[config.mk]
export PLATFORM = sky130hd
export DESIGN_NAME = read_collect
export DESIGN_NICKNAME = d
export VERILOG_FILES = /design/src/mem_cfg_pkg.sv /design/src/mem_if_pkg.sv /design/src/read_collect.sv
export SDC_FILE = /design/constraint.sdc
export NUM_CORES = 1
export LEC_CHECK = 0
export ABC_AREA = 1
export BUFFER_PORTS_ARGS = -buffer_cell sky130_fd_sc_hd__buf_2
export CORE_MARGIN = 5
export CORE_UTILIZATION = 41
export CTS_BUF_LIST = sky130_fd_sc_hd__clkbuf_16
export CTS_CLUSTER_SIZE = 14
export DETAILED_ROUTE_END_ITERATION = 16
export HOLD_SLACK_MARGIN = 0.05
export PLACE_DENSITY = 0.82
export SLEW_MARGIN = 20
export SYNTH_ARGS = -nofsm -noshare
export SYNTH_HDL_FRONTEND = slang
export SYNTH_SLANG_ARGS = --single-unit
export TNS_END_PERCENT = 10
[constraint.sdc]
create_clock -name wr_clk -period 0.8 [get_ports wr_clk]
set_input_delay 0.04 -clock wr_clk [delete_from_list [all_inputs] [get_ports wr_clk]]
set_output_delay 0.04 -clock wr_clk [all_outputs]
set_load 0.02 [all_outputs]
[src/mem_cfg_pkg.sv]
package mem_cfg_pkg;

  // Logical word geometry.
  localparam int WIDTH   = 16;            // Bits per logical word.
  localparam int NUMADDR = 256;           // Logical words in the memory.
  localparam int BITADDR = $clog2(NUMADDR);

  // Read ports, each served by its own replica.
  localparam int NUMRDPT = 3;

  // Physical row packing.
  localparam int NUMWRDS = 4;             // Logical words packed into one row.
  localparam int BITWRDS = $clog2(NUMWRDS);
  localparam int NUMSROW = NUMADDR / NUMWRDS;
  localparam int BITSROW = $clog2(NUMSROW);
  localparam int PHYWDTH = NUMWRDS * WIDTH;

  // Read latency inside a replica, counted after the address register.
  localparam int SRAM_DELAY = 2;
  localparam int ROWSTGS    = SRAM_DELAY - 1; // Row stages ahead of the lane select.

  // Port to port latency of a read, including the output register.
  localparam int RD_LATENCY = SRAM_DELAY + 1;

endpackage

[src/mem_if_pkg.sv]
package mem_if_pkg;

  // Row view of a logical address: the upper bits pick the row, the lower bits the lane.
  typedef struct packed {
    logic [mem_cfg_pkg::BITSROW-1:0] srow;
    logic [mem_cfg_pkg::BITWRDS-1:0] wsel;
  } mem_row_adr_t;

  // Ports see the flat address, the replicas decode the row view.
  typedef union packed {
    logic [mem_cfg_pkg::BITADDR-1:0] flat;
    mem_row_adr_t                    row;
  } mem_addr_u;

  // Logical write port.
  typedef struct packed {
    logic                          write;
    mem_addr_u                     adr;
    logic [mem_cfg_pkg::WIDTH-1:0] bw;    // Per-bit write mask.
    logic [mem_cfg_pkg::WIDTH-1:0] din;
  } wr_req_t;

  // Physical row write, shared by all replicas.
  typedef struct packed {
    logic                            write;
    logic [mem_cfg_pkg::BITSROW-1:0] srow;
    logic [mem_cfg_pkg::PHYWDTH-1:0] row_bw;
    logic [mem_cfg_pkg::PHYWDTH-1:0] row_din;
  } row_wr_t;

  // Read request of one port.
  typedef struct packed {
    logic      read;
    mem_addr_u adr;
  } rd_req_t;

  // Read response of one port.
  typedef struct packed {
    logic                          vld;
    logic [mem_cfg_pkg::WIDTH-1:0] dout;
  } rd_rsp_t;

endpackage

[src/read_collect.sv]
`timescale 1ns/1ps

module read_collect (
  input  logic                wr_clk,
  input  logic                rst,
  input  mem_if_pkg::rd_rsp_t bank_rsp [0:mem_cfg_pkg::NUMRDPT-1],
  output mem_if_pkg::rd_rsp_t rd_rsp   [0:mem_cfg_pkg::NUMRDPT-1]
);

  logic [mem_cfg_pkg::NUMRDPT-1:0] vld_q;
  logic [mem_cfg_pkg::WIDTH-1:0]   dout_q [0:mem_cfg_pkg::NUMRDPT-1];

  // One output register per port, each fed by its own replica.
  for (genvar p = 0; p < mem_cfg_pkg::NUMRDPT; p++) begin : g_port

    always_ff @(posedge wr_clk) begin
      if (rst) begin
        vld_q[p] <= 1'b0;
      end else begin
        vld_q[p] <= bank_rsp[p].vld;  // Single cycle pulse per read.
      end
    end

    // Data is cleared by reset and otherwise holds until the next result.
    always_ff @(posedge wr_clk) begin
      if (rst) begin
        dout_q[p] <= '0;
      end else if (bank_rsp[p].vld) begin
        dout_q[p] <= bank_rsp[p].dout;
      end
    end

    assign rd_rsp[p].vld  = vld_q[p];
    assign rd_rsp[p].dout = dout_q[p];

  end

endmodule

Word level (Yosys, flattened, before mapping) --
Memory sizes are Yosys's and may differ from the RTL's. Index checks and enable logic that the tools add are counted.
Word-level totals: output and inout bits 51, bits in writable memories 48, memories kept 1, flip-flop bits (word level) 3
Memory list:
- dout_q | depth 3, bits a word 16, rd ports 3, clocked after Yosys merged registers in 0, write ports 3, RTL line read_collect.sv:11 | logic [mem_cfg_pkg::WIDTH-1:0] dout_q [0:mem_cfg_pkg::NUMRDPT-1];
Cells by class: mux-type cells 14, bitwise gates (word level) 3
Operator list (count):
- $mux W16 | 3
- $mux W1 | 11
- $or A1 B1 Y1 | 3

Depth between registers and ports, before layout --
word-level depth 4, mapped depth 4, gate-level depth less buffers 3

Worst setup path before layout --
No wires, ideal clock.
path kind input -> register, start point in rst, end point mem dout_q[0][0] (netlist name) (enable), library setup time 372 ps, data required time 428 ps, cell stages on the path 2, path slack -16 ps, arrival time 445 ps, path through inv_4 -> nand2_1
RTL lines:
- from (decl) | RTL line read_collect.sv:5 | input logic rst,
- to (decl) | RTL line read_collect.sv:11

==> impl_metrics.toml <==
[clock_network]
numCtsBuffers = 5
htree_levels = 2
cts_root_buffer = "clkbuf_16"
numClockSinks = 51
cts_tree = "built"
clk_path_buf_depth = 2
path_clk_slew_ns = 0.06

[timing]
drv_slew = 0
finalCritPeriodShare = 1.087
relSlewSlack = 0.7497
hold_viol_final = 0
period_needed_ns = 0.8694
fmax_ghz = 1.150
tightest_slew_ns = 0.3754
grt_setup_unrepaired = "true"
fin_ws_ns = -0.06945
setup_tns_ns = -1.903
finalSetupViolCount = 48

[yosys]
synth_area_leaders = "edfxtp_1, inv_1, nor2_2, nor2_1, buf_12"
synth.avg_cell_area_um2 = 12.82
syn_area_um2 = 2077
yosys_register_bits = 51
synth.distinct_cells = 11
syn_inst = 162
synth_top_area_share = 0.6940
ys_seq_area_frac = 0.7229
yosys_warnings = 0
yosysTopAreaCell = "edfxtp_1"
synth_nets = 215

[setup_path]
critPathCaptureType = "primary output"
required_ns = 0.76
critical_path_buf_inv_count = 1
cpMaxStageDelayCell = "edfxtp_1"
worstSetupPathType = "reg -> out"
cp.arrival_ns = 0.83
cp_slowest_stage_delay_ns = 0.40
crit_path_start_kind = "flop"
path_cells = "buf_6"
critical_path_peak_fanout = 1
path_delay_family = "flip-flops"

[route]
drtIter0Drc = 61
dr.pass1.iters = 4
vias_per_cell = 4.009
ant_nets = 0
route.detailed.wl_per_inst_um = 11.55
vias = 1383
drcViolationCount = 0
totalWireLength_um = 3986

[status]
status = "finished, violations left"
violations = "negative setup slack"

[layout]
diodes = 0
fin_area_um2 = 2868
layoutNonFillerInstCount = 345
most-common-layout-cells = "buf_2, inv_1, edfxtp_1"
final_common_cell = "buf_2"
final_nets = 327
area_delta_synth_final_pct = 38.07
final_layout_size_suffix_gt1_frac = 0.5345

[floorplanning]
initial_core_util = 0.4146
rows = 26
core_region_area_um2 = 5010
die_y_um = 81.18
dieArea_um2 = 6589
die_x_um = 81.18
io_pins = 104

[global_route]
busiest_layer = "met2"
grt_usage = 0.1230
grt_max_degree = 18
grt_overflow = 0
grt_util_met3 = 0.05322
use_met1 = 0.1060
antenna_found_initial = 0
grt_pass1_vias = 1383
gr-usage-met2 = 0.2438
grt_pass1_wl_um = 6044

[power]
power.density_nw_per_um2 = 2124
p_leak_nw = 1.517
peakVddDrop_v = 0.001246

[place]
hpwl_um = 3082
placed_area_um2 = 2675
portBuffers = 103
dp.cells = 336
place.gp.congestion = 0.7789

[hold_path]
hp-class = "in -> reg"

[job]
maxCapViolations = 0
[synthesized netlist by cell type]
| cell type | n |
|---|---|
| nand2_4 | 3 |
| inv_1 | 53 |
| or2_2 | 1 |
| dfxtp_1 | 3 |
| inv_4 | 1 |
| edfxtp_1 | 48 |
| buf_12 | 3 |
| nand2_1 | 2 |
| nor2_4 | 3 |
| nor2_2 | 24 |
| nor2_1 | 21 |
[area by class of cell]
| cell class | instances | area, um^2 |
|---|---|---|
| fill | 460 | 2142 |
| sequential | 51 | 1501 |
| timing repair buffer | 108 | 623.1 |
| multi-input combinational | 54 | 310.3 |
| inverter | 54 | 205.2 |
| clock buffer | 5 | 125.1 |
| tap | 70 | 87.58 |
| clock inverter | 3 | 15.01 |
[through the flow]
step                      power, mW    util  worst slack, ns  hold WS [ns]
after floorplan               3.770       -         -0.01645        0.2480
after global placement        4.109  0.5340         -0.09888        0.3324
after detailed placement      4.135  0.5340          -0.1260        0.3415
after CTS                     6.139  0.5657         -0.09208       0.05041
after global routing          6.368  0.5724          -0.1139       0.05895
final                         6.092  0.5724         -0.06945       0.05634
[path summary, 6_finish.rpt]
kind              slack (ns)           end    startpoint  cells past startpoint
hold / removal          0.06  dout_q[0][8]  bank_rsp[42]                      3
setup / recovery       -0.07    rd_rsp[34]  dout_q[0][0]                      1
[sequential cells by signal, indices dropped and copies added, names as in the netlist]
| register | flops |
|---|---|
| rd_rsp | 3 |
| dout_q | 48 |
[metal layers]
layer  part of all wire  vias up  wire length [um]
li1                   -      701                 -
met1               0.32      623              1291
met2               0.56       55              2225
met3               0.10        4               410
met4              0.015        0                59
met5                  0        -                 0
[report_power, final]
group	internal (mW)	switching [mW]
Clock	1.14	0.850
Combinational	0.344	0.566
Sequential	3.14	0.0501
[cell families (layout without fill, tap and decap cells)]
family	after synthesis	count (layout)	synth area share
buffers and inverters	57	170	0.1277
and+or+nand+nor	54	54	0.1494
DFF	51	51	0.7229
[what timing repair did]
action | CTS | global route
hold buffers | 0 | 1
setup endpoints to repair | 48 | 50
endpoints found under the hold margin | 0 | 1
gates resized for setup | 6 | 8
buffers inserted | 0 | 0
Power figures use the tool's default switching activity.
