===== config.mk =====
export PLATFORM = sky130hd
export DESIGN_NAME = write_align
export DESIGN_NICKNAME = d
export VERILOG_FILES = /design/src/mem_cfg_pkg.sv /design/src/mem_if_pkg.sv /design/src/write_align.sv
export SDC_FILE = /design/constraint.sdc
export NUM_CORES = 1
export LEC_CHECK = 0
export BUFFER_PORTS_ARGS = -buffer_cell sky130_fd_sc_hd__buf_2
export CAP_MARGIN = 30
export CORE_UTILIZATION = 45
export DETAILED_ROUTE_END_ITERATION = 10
export PLACE_DENSITY = 0.73
export SKIP_CTS_REPAIR_TIMING = 1
export SLEW_MARGIN = 20
export SYNTH_ARGS = -nofsm -noshare
export SYNTH_HDL_FRONTEND = slang
export SYNTH_SLANG_ARGS = --single-unit

===== constraint.sdc =====
create_clock -name wr_clk -period 1.7 [get_ports wr_clk]
set_input_delay 0.34 -clock wr_clk [delete_from_list [all_inputs] [get_ports wr_clk]]
set_output_delay 0.34 -clock wr_clk [all_outputs]
set_load 0.02 [all_outputs]

===== src/mem_cfg_pkg.sv =====
package mem_cfg_pkg;

  // Logical word geometry.
  localparam int WIDTH   = 16;            // Bits per logical word.
  localparam int NUMADDR = 256;           // Logical words in the memory.
  localparam int BITADDR = $clog2(NUMADDR);

  // Read ports, each served by its own replica.
  localparam int NUMRDPT = 3;

  // Physical row packing.
  localparam int NUMWRDS = 4;             // Logical words packed into one row.
  localparam int BITWRDS = $clog2(NUMWRDS);
  localparam int NUMSROW = NUMADDR / NUMWRDS;
  localparam int BITSROW = $clog2(NUMSROW);
  localparam int PHYWDTH = NUMWRDS * WIDTH;

  // Read latency inside a replica, counted after the address register.
  localparam int SRAM_DELAY = 2;
  localparam int ROWSTGS    = SRAM_DELAY - 1; // Row stages ahead of the lane select.

  // Port to port latency of a read, including the output register.
  localparam int RD_LATENCY = SRAM_DELAY + 1;

endpackage


===== src/mem_if_pkg.sv =====
package mem_if_pkg;

  // Row view of a logical address: the upper bits pick the row, the lower bits the lane.
  typedef struct packed {
    logic [mem_cfg_pkg::BITSROW-1:0] srow;
    logic [mem_cfg_pkg::BITWRDS-1:0] wsel;
  } mem_row_adr_t;

  // Ports see the flat address, the replicas decode the row view.
  typedef union packed {
    logic [mem_cfg_pkg::BITADDR-1:0] flat;
    mem_row_adr_t                    row;
  } mem_addr_u;

  // Logical write port.
  typedef struct packed {
    logic                          write;
    mem_addr_u                     adr;
    logic [mem_cfg_pkg::WIDTH-1:0] bw;    // Per-bit write mask.
    logic [mem_cfg_pkg::WIDTH-1:0] din;
  } wr_req_t;

  // Physical row write, shared by all replicas.
  typedef struct packed {
    logic                            write;
    logic [mem_cfg_pkg::BITSROW-1:0] srow;
    logic [mem_cfg_pkg::PHYWDTH-1:0] row_bw;
    logic [mem_cfg_pkg::PHYWDTH-1:0] row_din;
  } row_wr_t;

  // Read request of one port.
  typedef struct packed {
    logic      read;
    mem_addr_u adr;
  } rd_req_t;

  // Read response of one port.
  typedef struct packed {
    logic                          vld;
    logic [mem_cfg_pkg::WIDTH-1:0] dout;
  } rd_rsp_t;

endpackage


===== src/write_align.sv =====
`timescale 1ns/1ps

module write_align (
  input  logic                wr_clk,
  input  logic                rst,
  input  mem_if_pkg::wr_req_t wr_req,
  output mem_if_pkg::row_wr_t row_wr
);

  logic [mem_cfg_pkg::PHYWDTH-1:0] lane_bw;
  logic [mem_cfg_pkg::PHYWDTH-1:0] lane_din;

  logic                            write_q;
  logic [mem_cfg_pkg::BITSROW-1:0] srow_q;
  logic [mem_cfg_pkg::PHYWDTH-1:0] row_bw_q;
  logic [mem_cfg_pkg::PHYWDTH-1:0] row_din_q;

  // Steer the word into its lane of the row.
  // Every other lane gets a zero mask, so its bits keep their stored value
  // and no read-modify-write of the row is needed.
  always_comb begin
    lane_bw  = '0;
    lane_din = '0;
    lane_bw[wr_req.adr.row.wsel*mem_cfg_pkg::WIDTH +: mem_cfg_pkg::WIDTH]  = wr_req.bw;
    lane_din[wr_req.adr.row.wsel*mem_cfg_pkg::WIDTH +: mem_cfg_pkg::WIDTH] = wr_req.din;
  end

  always_ff @(posedge wr_clk) begin
    if (rst) begin
      write_q <= 1'b0;
    end else begin
      write_q <= wr_req.write;                // Strobe reaches the replicas one edge later.
    end
  end

  // Row, mask and data only load with a write.
  always_ff @(posedge wr_clk) begin
    if (wr_req.write) begin
      srow_q    <= wr_req.adr.row.srow;
      row_bw_q  <= lane_bw;
      row_din_q <= lane_din;
    end
  end

  assign row_wr.write   = write_q;
  assign row_wr.srow    = srow_q;
  assign row_wr.row_bw  = row_bw_q;
  assign row_wr.row_din = row_din_q;

endmodule

======== After elaboration in Yosys (flattened, before gate mapping) ========
Cells that the tools add are included.
word-level totals
  register bits ........................... 135
  bits in latches ......................... 0
  memory bits (writable) .................. 0
  ROM bits ................................ 0
  input port bits ......................... 43
  output and inout bits ................... 135
  word-level logic and storage cells ...... 10
  memories kept ........................... 0
cells by class
  add/sub/neg operators ................... 1
  multipliers ............................. 0
  div/mod/pow operators ................... 0
  magnitude comparators ................... 0
  eq/ne operators ......................... 0
  shift operators ......................... 3
  multiplexer cells ....................... 0
  bitwise operators ....................... 2
  reduce and logical (&&, ||, !) cells .... 0
operators by type and width
  cell                                                     count
  AND 64 bit                                               2
  variable part select 16 x 34 -> 64 bit                   2
  variable shift 16 x 34 -> 64 bit (first input constant)  1
  negation 6 -> 34 bit                                     1

======== Depth between registers and ports, before layout ========
Gate-level depths: netlist of run 1.
  word-level depth ........................ 3
  depth in mapped cells ................... 5
  gate-level depth less buffers ........... 4

======== Worst setup path before layout of run 1 ========
No wires, ideal clock.
  path type ............................... input port to flip-flop
  start point ............................. input port wr_req[32] (netlist name)
  end point ............................... register row_bw_q[48] (netlist name), data pin
  setup time .............................. 256 ps
  arrival time ............................ 1308 ps
  required time ........................... 1444 ps
  setup slack ............................. 136 ps
  cell stages on the path ................. 5
  buffers on the path ..................... 1
  cell sequence ........................... inv_1 -> ha_1 -> and4bb_2 -> clkbuf_2 -> and2_2
on the way
  longest elaborated chain between the ends .. 3
  elaborated cells on any way between the ends .. 4
  those cells by class .................... 1 x add/sub; 2 x shift; 1 x bitwise
ends and longest elaborated chain
  item                                                                                        RTL line           RTL
  start: declaration                                                                          write_align.sv:6   input mem_if_pkg::wr_req_t wr_req,
  negation 6 -> 34 bit (*)                                                                    write_align.sv:24  lane_bw[wr_req.adr.row.wsel*mem_cfg_pkg::WIDTH +: mem_cfg_pkg::WIDTH] = wr_req.bw;
  variable part select 16 x 34 -> 64 bit or variable shift 16 x 34 -> 64 bit (tied branches)  write_align.sv:24
  AND 64 bit (no source line) (*)                                                             --
  net lane_bw (one bit)                                                                       write_align.sv:10  logic [mem_cfg_pkg::PHYWDTH-1:0] lane_bw;
  end signal: assignment                                                                      write_align.sv:40  row_bw_q <= lane_bw;
  end: declaration                                                                            write_align.sv:15  logic [mem_cfg_pkg::PHYWDTH-1:0] row_bw_q;
The timed path passes the listed nets; every way through them passes the cells marked *.
A chain may end at the register's enable or synchronous reset.

======== Final worst setup path of run 1 ========
  start point ............................. input port wr_req[32] (netlist name)
  end point ............................... register row_din_q[53] (netlist name), data pin
on the way
  longest elaborated chain between the ends .. 3
  elaborated cells on any way between the ends .. 4
  those cells by class .................... 1 x add/sub; 2 x shift; 1 x bitwise
ends and longest elaborated chain
  item                                                                                        RTL line           RTL
  negation 6 -> 34 bit (*)                                                                    write_align.sv:25  lane_din[wr_req.adr.row.wsel*mem_cfg_pkg::WIDTH +: mem_cfg_pkg::WIDTH] = wr_req.din;
  variable part select 16 x 34 -> 64 bit or variable shift 16 x 34 -> 64 bit (tied branches)  write_align.sv:25
  AND 64 bit (no source line) (*)                                                             --
  net lane_din (one bit)                                                                      write_align.sv:11  logic [mem_cfg_pkg::PHYWDTH-1:0] lane_din;
  end signal: assignment                                                                      write_align.sv:41  row_din_q <= lane_din;
  end: declaration                                                                            write_align.sv:16  logic [mem_cfg_pkg::PHYWDTH-1:0] row_din_q;
Marks and branches as above.

==> results of run 1 <==
through the flow:
step / util [%] / hold slack [ps] / cells
4_1_cts: 63.1 / 66.9 / 644
5_1_grt: 63.1 / 68.8 / 644
2_1_floorplan: - / 412 / 291
3_3_place_gp: 57.5 / 496 / 612
3_5_place_dp: 57.5 / 499 / 612
6_report: 63.1 / 87.4 / 644
critical path: stages:
cell and delay, ps:
buf_2 90, inv_1 60, ha_1 340, and4bb_2 680, and2_2 250
area by class of cell:
type,count,area [µm²],area share (%)
inverter,2,7.51,0.109
multi-input combinational,141,967,14.0
tap,140,175,2.54
sequential,135,4040,58.6
timing repair buffer,194,1090,15.8
clock inverter,13,180,2.61
clock buffer,19,433,6.28
cell families (layout without fill, tap and decap cells):
family                   count (synthesis)  in the layout  synth area share (%)
buffers and inverters                   15            228                  1.62
flip-flops                             135            135                  79.4
AND/OR/NAND/NOR                        136            136                  17.8
adder cells (fa/ha/maj)                  5              5                  1.23
state kept, by name, indices dropped and copies added (netlist names):
signal and count:
row_bw_q 64, row_din_q 64, srow_q 6, write_q 1
metal layers:
| layer | share of wire (%) | track usage [%] | vias up | wire length, µm |
|---|---|---|---|---|
| met2 | 52 | 31.0 | 120 | 5400 |
| met1 | 40 | 20.1 | 1447 | 4160 |
| li1 | - | - | 1424 | - |
| met4 | 1.2 | 7.34 | 0 | 121 |
| met3 | 6.7 | 6.75 | 11 | 691 |
| met5 | 0 | 0 | - | 0 |
where the power goes:
group | switching (mW) | internal [mW]
clock | 1.30 | 2.45
sequential | 0.0522 | 3.86
combinational | 0.469 | 0.230
total | 1.82 | 6.53
cell usage after synthesis:
cell,n,area (µm²)
and2_1,98,613
and2_2,27,203
and4b_1,1,10.0
and4bb_1,1,12.5
and4bb_2,2,25.0
buf_4,4,30.0
clkbuf_2,9,45.0
dfxtp_1,1,20.0
edfxtp_1,134,4020
ha_1,5,62.6
inv_1,2,7.51
nand2_1,1,3.75
nand3b_1,1,7.51
nand4b_1,1,8.76
nor2_1,2,7.51
nor2b_1,1,6.26
nor3b_1,1,7.51
how the worst max path moves through the flow:
stage	slack, ps	endpoint	startpoint	depth (start not counted)
5_1_grt	60	row_din_q[53]$_DFFE_PP_	wr_req[32]	5
3_5_place_dp	-230	row_bw_q[51]$_DFFE_PP_	wr_req[32]	5
2_1_floorplan	140	row_bw_q[48]$_DFFE_PP_	wr_req[32]	5
4_1_cts	160	row_din_q[53]$_DFFE_PP_	wr_req[32]	5
6_report	200	row_din_q[53]$_DFFE_PP_	wr_req[32]	5
3_3_place_gp	-180	row_din_q[52]$_DFFE_PP_	wr_req[32]	5
==> metrics, run 1 <==
worst hold stages=2; clk slew on worst S/H paths=50 ps; post-DR vias/cell=4.66; fill count=847; hold worst-path end=write_q$_SDFF_PP0_; # clock sinks=135; Fin. Hold Viols=0; Synth Register Bits=135; Longest Clk Path Bufs=2; first-pass GRT wire length=15300 µm; Final Critical Period=1500 ps; period utilisation layout=88.3%; fin nets=539; Pre-antenna DRT Iters=4; row count=38; Finished Cell Area=6900 µm²; status=completed; routability cong.=0.711; Max FO, Critical Path=31; leakage power total=2.86 nW; GRT overflow=0; crit path DAT=1760 ps; Mapped Area=5090 µm²; count of buffers from port buffering=177; P per Cell Area=1210 nW/µm²; worst slew margin relative to its limit=63.8%; Post-Synthesis Cells=291; initial antenna violation count=0; Routed WL per cell=16.1 µm; share of cells above drive strength 1=49.8%; Crit Path Category=in2reg; Worst Hold Class=in2reg; Total GRT Usage=18.0%; Initial Utilization=46.6%; Unique masters post-synth=17; Ys Warns=0; HPWL after DPL=6840 µm; Final TNS setup=0 ps; Iter 0 DRT Violations=163; sequential area share after synthesis=79.4%; Mapped Nets=339; Setup crit start kind=input pin; CTS tree=done; die footprint=11700 µm²; Vias=3002; final setup margin=199 ps; Power Total=8.35 mW; maximum vdd drop=609 µV; dpl cell area=6280 µm²; vias in the first global route=3010; RSZ-0062 raised after global routing=false; max-cap check violation count=0; antenna cells=0; Max Freq=0.666 GHz; P&R area growth vs syn=35.4%; root buf cell=clkbuf_16; CTS H-tree depth=4; commonest non-fill, non-tap cell in the layout=buf_2; endpoints failing setup=0; core box area=10900 µm²; worst-margin pin slew=543 ps; number of buffers created by CTS=17; Die X=108 µm; DRC Markers=0; DIE HEIGHT=108 µm; HP Start=rst; Syn Area/Cell=17.5 µm²; pin count of the biggest net entering global routing=41; pre-CTS setup slack=-234 ps; CP endpoint kind=flip-flop; Ports=178; leading cell types in the layout, fill and taps excluded=buf_2 (176), edfxtp_1 (134), and2_1 (98), and2_2 (27), clkbuf_16 (17); required time of the critical path=1960 ps; antenna-violating nets left=0; DRT Wirelength=10400 µm; Slew Limit Fails=0
No activity file was read; power rests on OpenSTA's default activity.
==> run 2: changes to the inputs <==
ABC_AREA = 1   (was not set)
BUFFER_PORTS_ARGS = not set   (was -buffer_cell sky130_fd_sc_hd__buf_2)
DONT_BUFFER_PORTS = 1   (was not set)
PLACE_DENSITY = not set   (was 0.73)
==> metrics, run 2 <==
Max FO, Critical Path=1; Final TNS setup=0 ps; Setup crit start kind=flip-flop; fin nets=456; Commonest cells post-synth=edfxtp_1 (134), nor2_1 (129), nand2_1 (98), buf_2 (13), buf_4 (7); Max Freq=0.800 GHz; CTS tree=done; Mapped Nets=449; leading cell types in the layout, fill and taps excluded=edfxtp_1 (134), nor2_1 (129), nand2_1 (98), clkbuf_16 (17), buf_4 (8); clk slew on worst S/H paths=60 ps; # clock sinks=135; worst hold stages=0; share of cells above drive strength 1=10.5%; DIE HEIGHT=109 µm; Pre-antenna DRT Iters=5; number of buffers created by CTS=17; core box area=11000 µm²; first-pass GRT wire length=16400 µm; Mapped Area=5150 µm²; HP Start=wr_req[39]; pin count of the biggest net entering global routing=136; Post-synth ARST share=0%; Crit Path Category=reg2out; count of buffers from port buffering=0; GRT overflow=0; Final Critical Period=1250 ps; commonest non-fill, non-tap cell in the layout=edfxtp_1; post-DR vias/cell=5.16; routability cong.=0.774; P&R area growth vs syn=15.5%; hold worst-path end=srow_q[5]$_DFFE_PP_; Iter 0 DRT Violations=210; post-synth top area share=78.2%; pre-CTS setup slack=21.3 ps; die footprint=11900 µm²; Longest Clk Path Bufs=2; final setup margin=451 ps; vias in the first global route=2820; worst slew margin relative to its limit=51.3%; DRC Markers=0; largest registers=row_bw_q (64), row_din_q (64), srow_q (6); Vias=2896; Fin. Hold Viols=0; crit path DAT=910 ps; period utilisation layout=73.5%; RSZ-0062 raised after global routing=false; most common flop cell mapped by yosys=edfxtp_1; root buf cell=clkbuf_16; Total GRT Usage=19.6%; initial antenna violation count=0; antenna cells=0; Post-Synthesis Cells=401; sequential area share after synthesis=78.5%; Initial Utilization=46.9%; P per Cell Area=1390 nW/µm²; Worst Hold Class=in2reg; row count=38; CP endpoint kind=primary output; Unique masters post-synth=11; Synth Register Bits=135; Ys Warns=0; Syn Area/Cell=12.8 µm²; HPWL after DPL=7300 µm; required time of the critical path=1360 ps; status=completed; worst-margin pin slew=729 ps; max-cap check violation count=0; Die X=109 µm; endpoints failing setup=0; Routed WL per cell=20.2 µm; EDFF count, synth=134; most frequent cell after synthesis=edfxtp_1; leading area contributor after synthesis=edfxtp_1; antenna-violating nets left=0; DRT Wirelength=11400 µm; Ports=178; Slew Limit Fails=0; maximum vdd drop=833 µV; CTS H-tree depth=4; leakage power total=2.03 nW; top area cells in the synthesized netlist=edfxtp_1 (78%), nor2_1 (9.4%), nand2_1 (7.1%), buf_2 (1.3%), ha_1 (1.2%)
-- run 2: area by class of cell --
| type | count | area (µm²) |
|---|---|---|
| well taps | 140 | 175 |
| repair buffers | 11 | 110 |
| multi-input cells | 238 | 970 |
| inverters | 5 | 18.8 |
| clock buffers | 24 | 512 |
| clock inverters | 8 | 118 |
| fillers | 917 | 5040 |
| flip-flops and latches | 135 | 4040 |
-- run 2: per-stage QoR --
| step | util (%) | total power, mW | area, µm² | hold WS (ps) | std cells |
|---|---|---|---|---|---|
| finish | 54.1 | 8.27 | 5950 | 33.0 | 561 |
| global route | 54.1 | 8.52 | 5950 | 2.30 | 561 |
| CTS | 54.1 | 8.35 | 5940 | -18.9 | 560 |
| detailed placement | 48.3 | 4.50 | 5310 | 414 | 528 |
| global placement | 48.3 | 4.50 | 5310 | 412 | 528 |
| floorplan | - | 4.42 | 5170 | 411 | 401 |
-- run 2: cell families after synthesis --
logic type,share of synthesized area (%)
adders and majority gates,1.22
buffers and inverters,2.87
DFF,78.5
and+or+nand+nor,17.4
-- run 2: how the worst max path moves through the flow --
stage | from | end | cells past startpoint
floorplan | wr_req[32] | row_bw_q[48]$_DFFE_PP_ | 8
global placement | wr_req[33] | row_din_q[35]$_DFFE_PP_ | 5
detailed placement | wr_req[33] | row_din_q[42]$_DFFE_PP_ | 5
CTS | row_bw_q[19]$_DFFE_PP_ | row_wr[83] | 0
global route | wr_req[33] | row_din_q[42]$_DFFE_PP_ | 5
finish | row_bw_q[15]$_DFFE_PP_ | row_wr[79] | 0
-- run 2: metal layers --
metal  share of wire [%]  global-route usage [%]  up-vias
li1                    -                       -     1346
met1                  37                    22.0     1370
met2                  49                    30.6      164
met3                  12                    10.8       16
met4                 1.8                    8.78        0
met5                   0                       0        -
-- run 2: power by group --
part / internal (mW) / switching [mW] / total [mW]
logic: 0.0711 / 0.145 / 0.216
clock network: 2.53 / 1.30 / 3.83
registers: 3.88 / 0.342 / 4.22
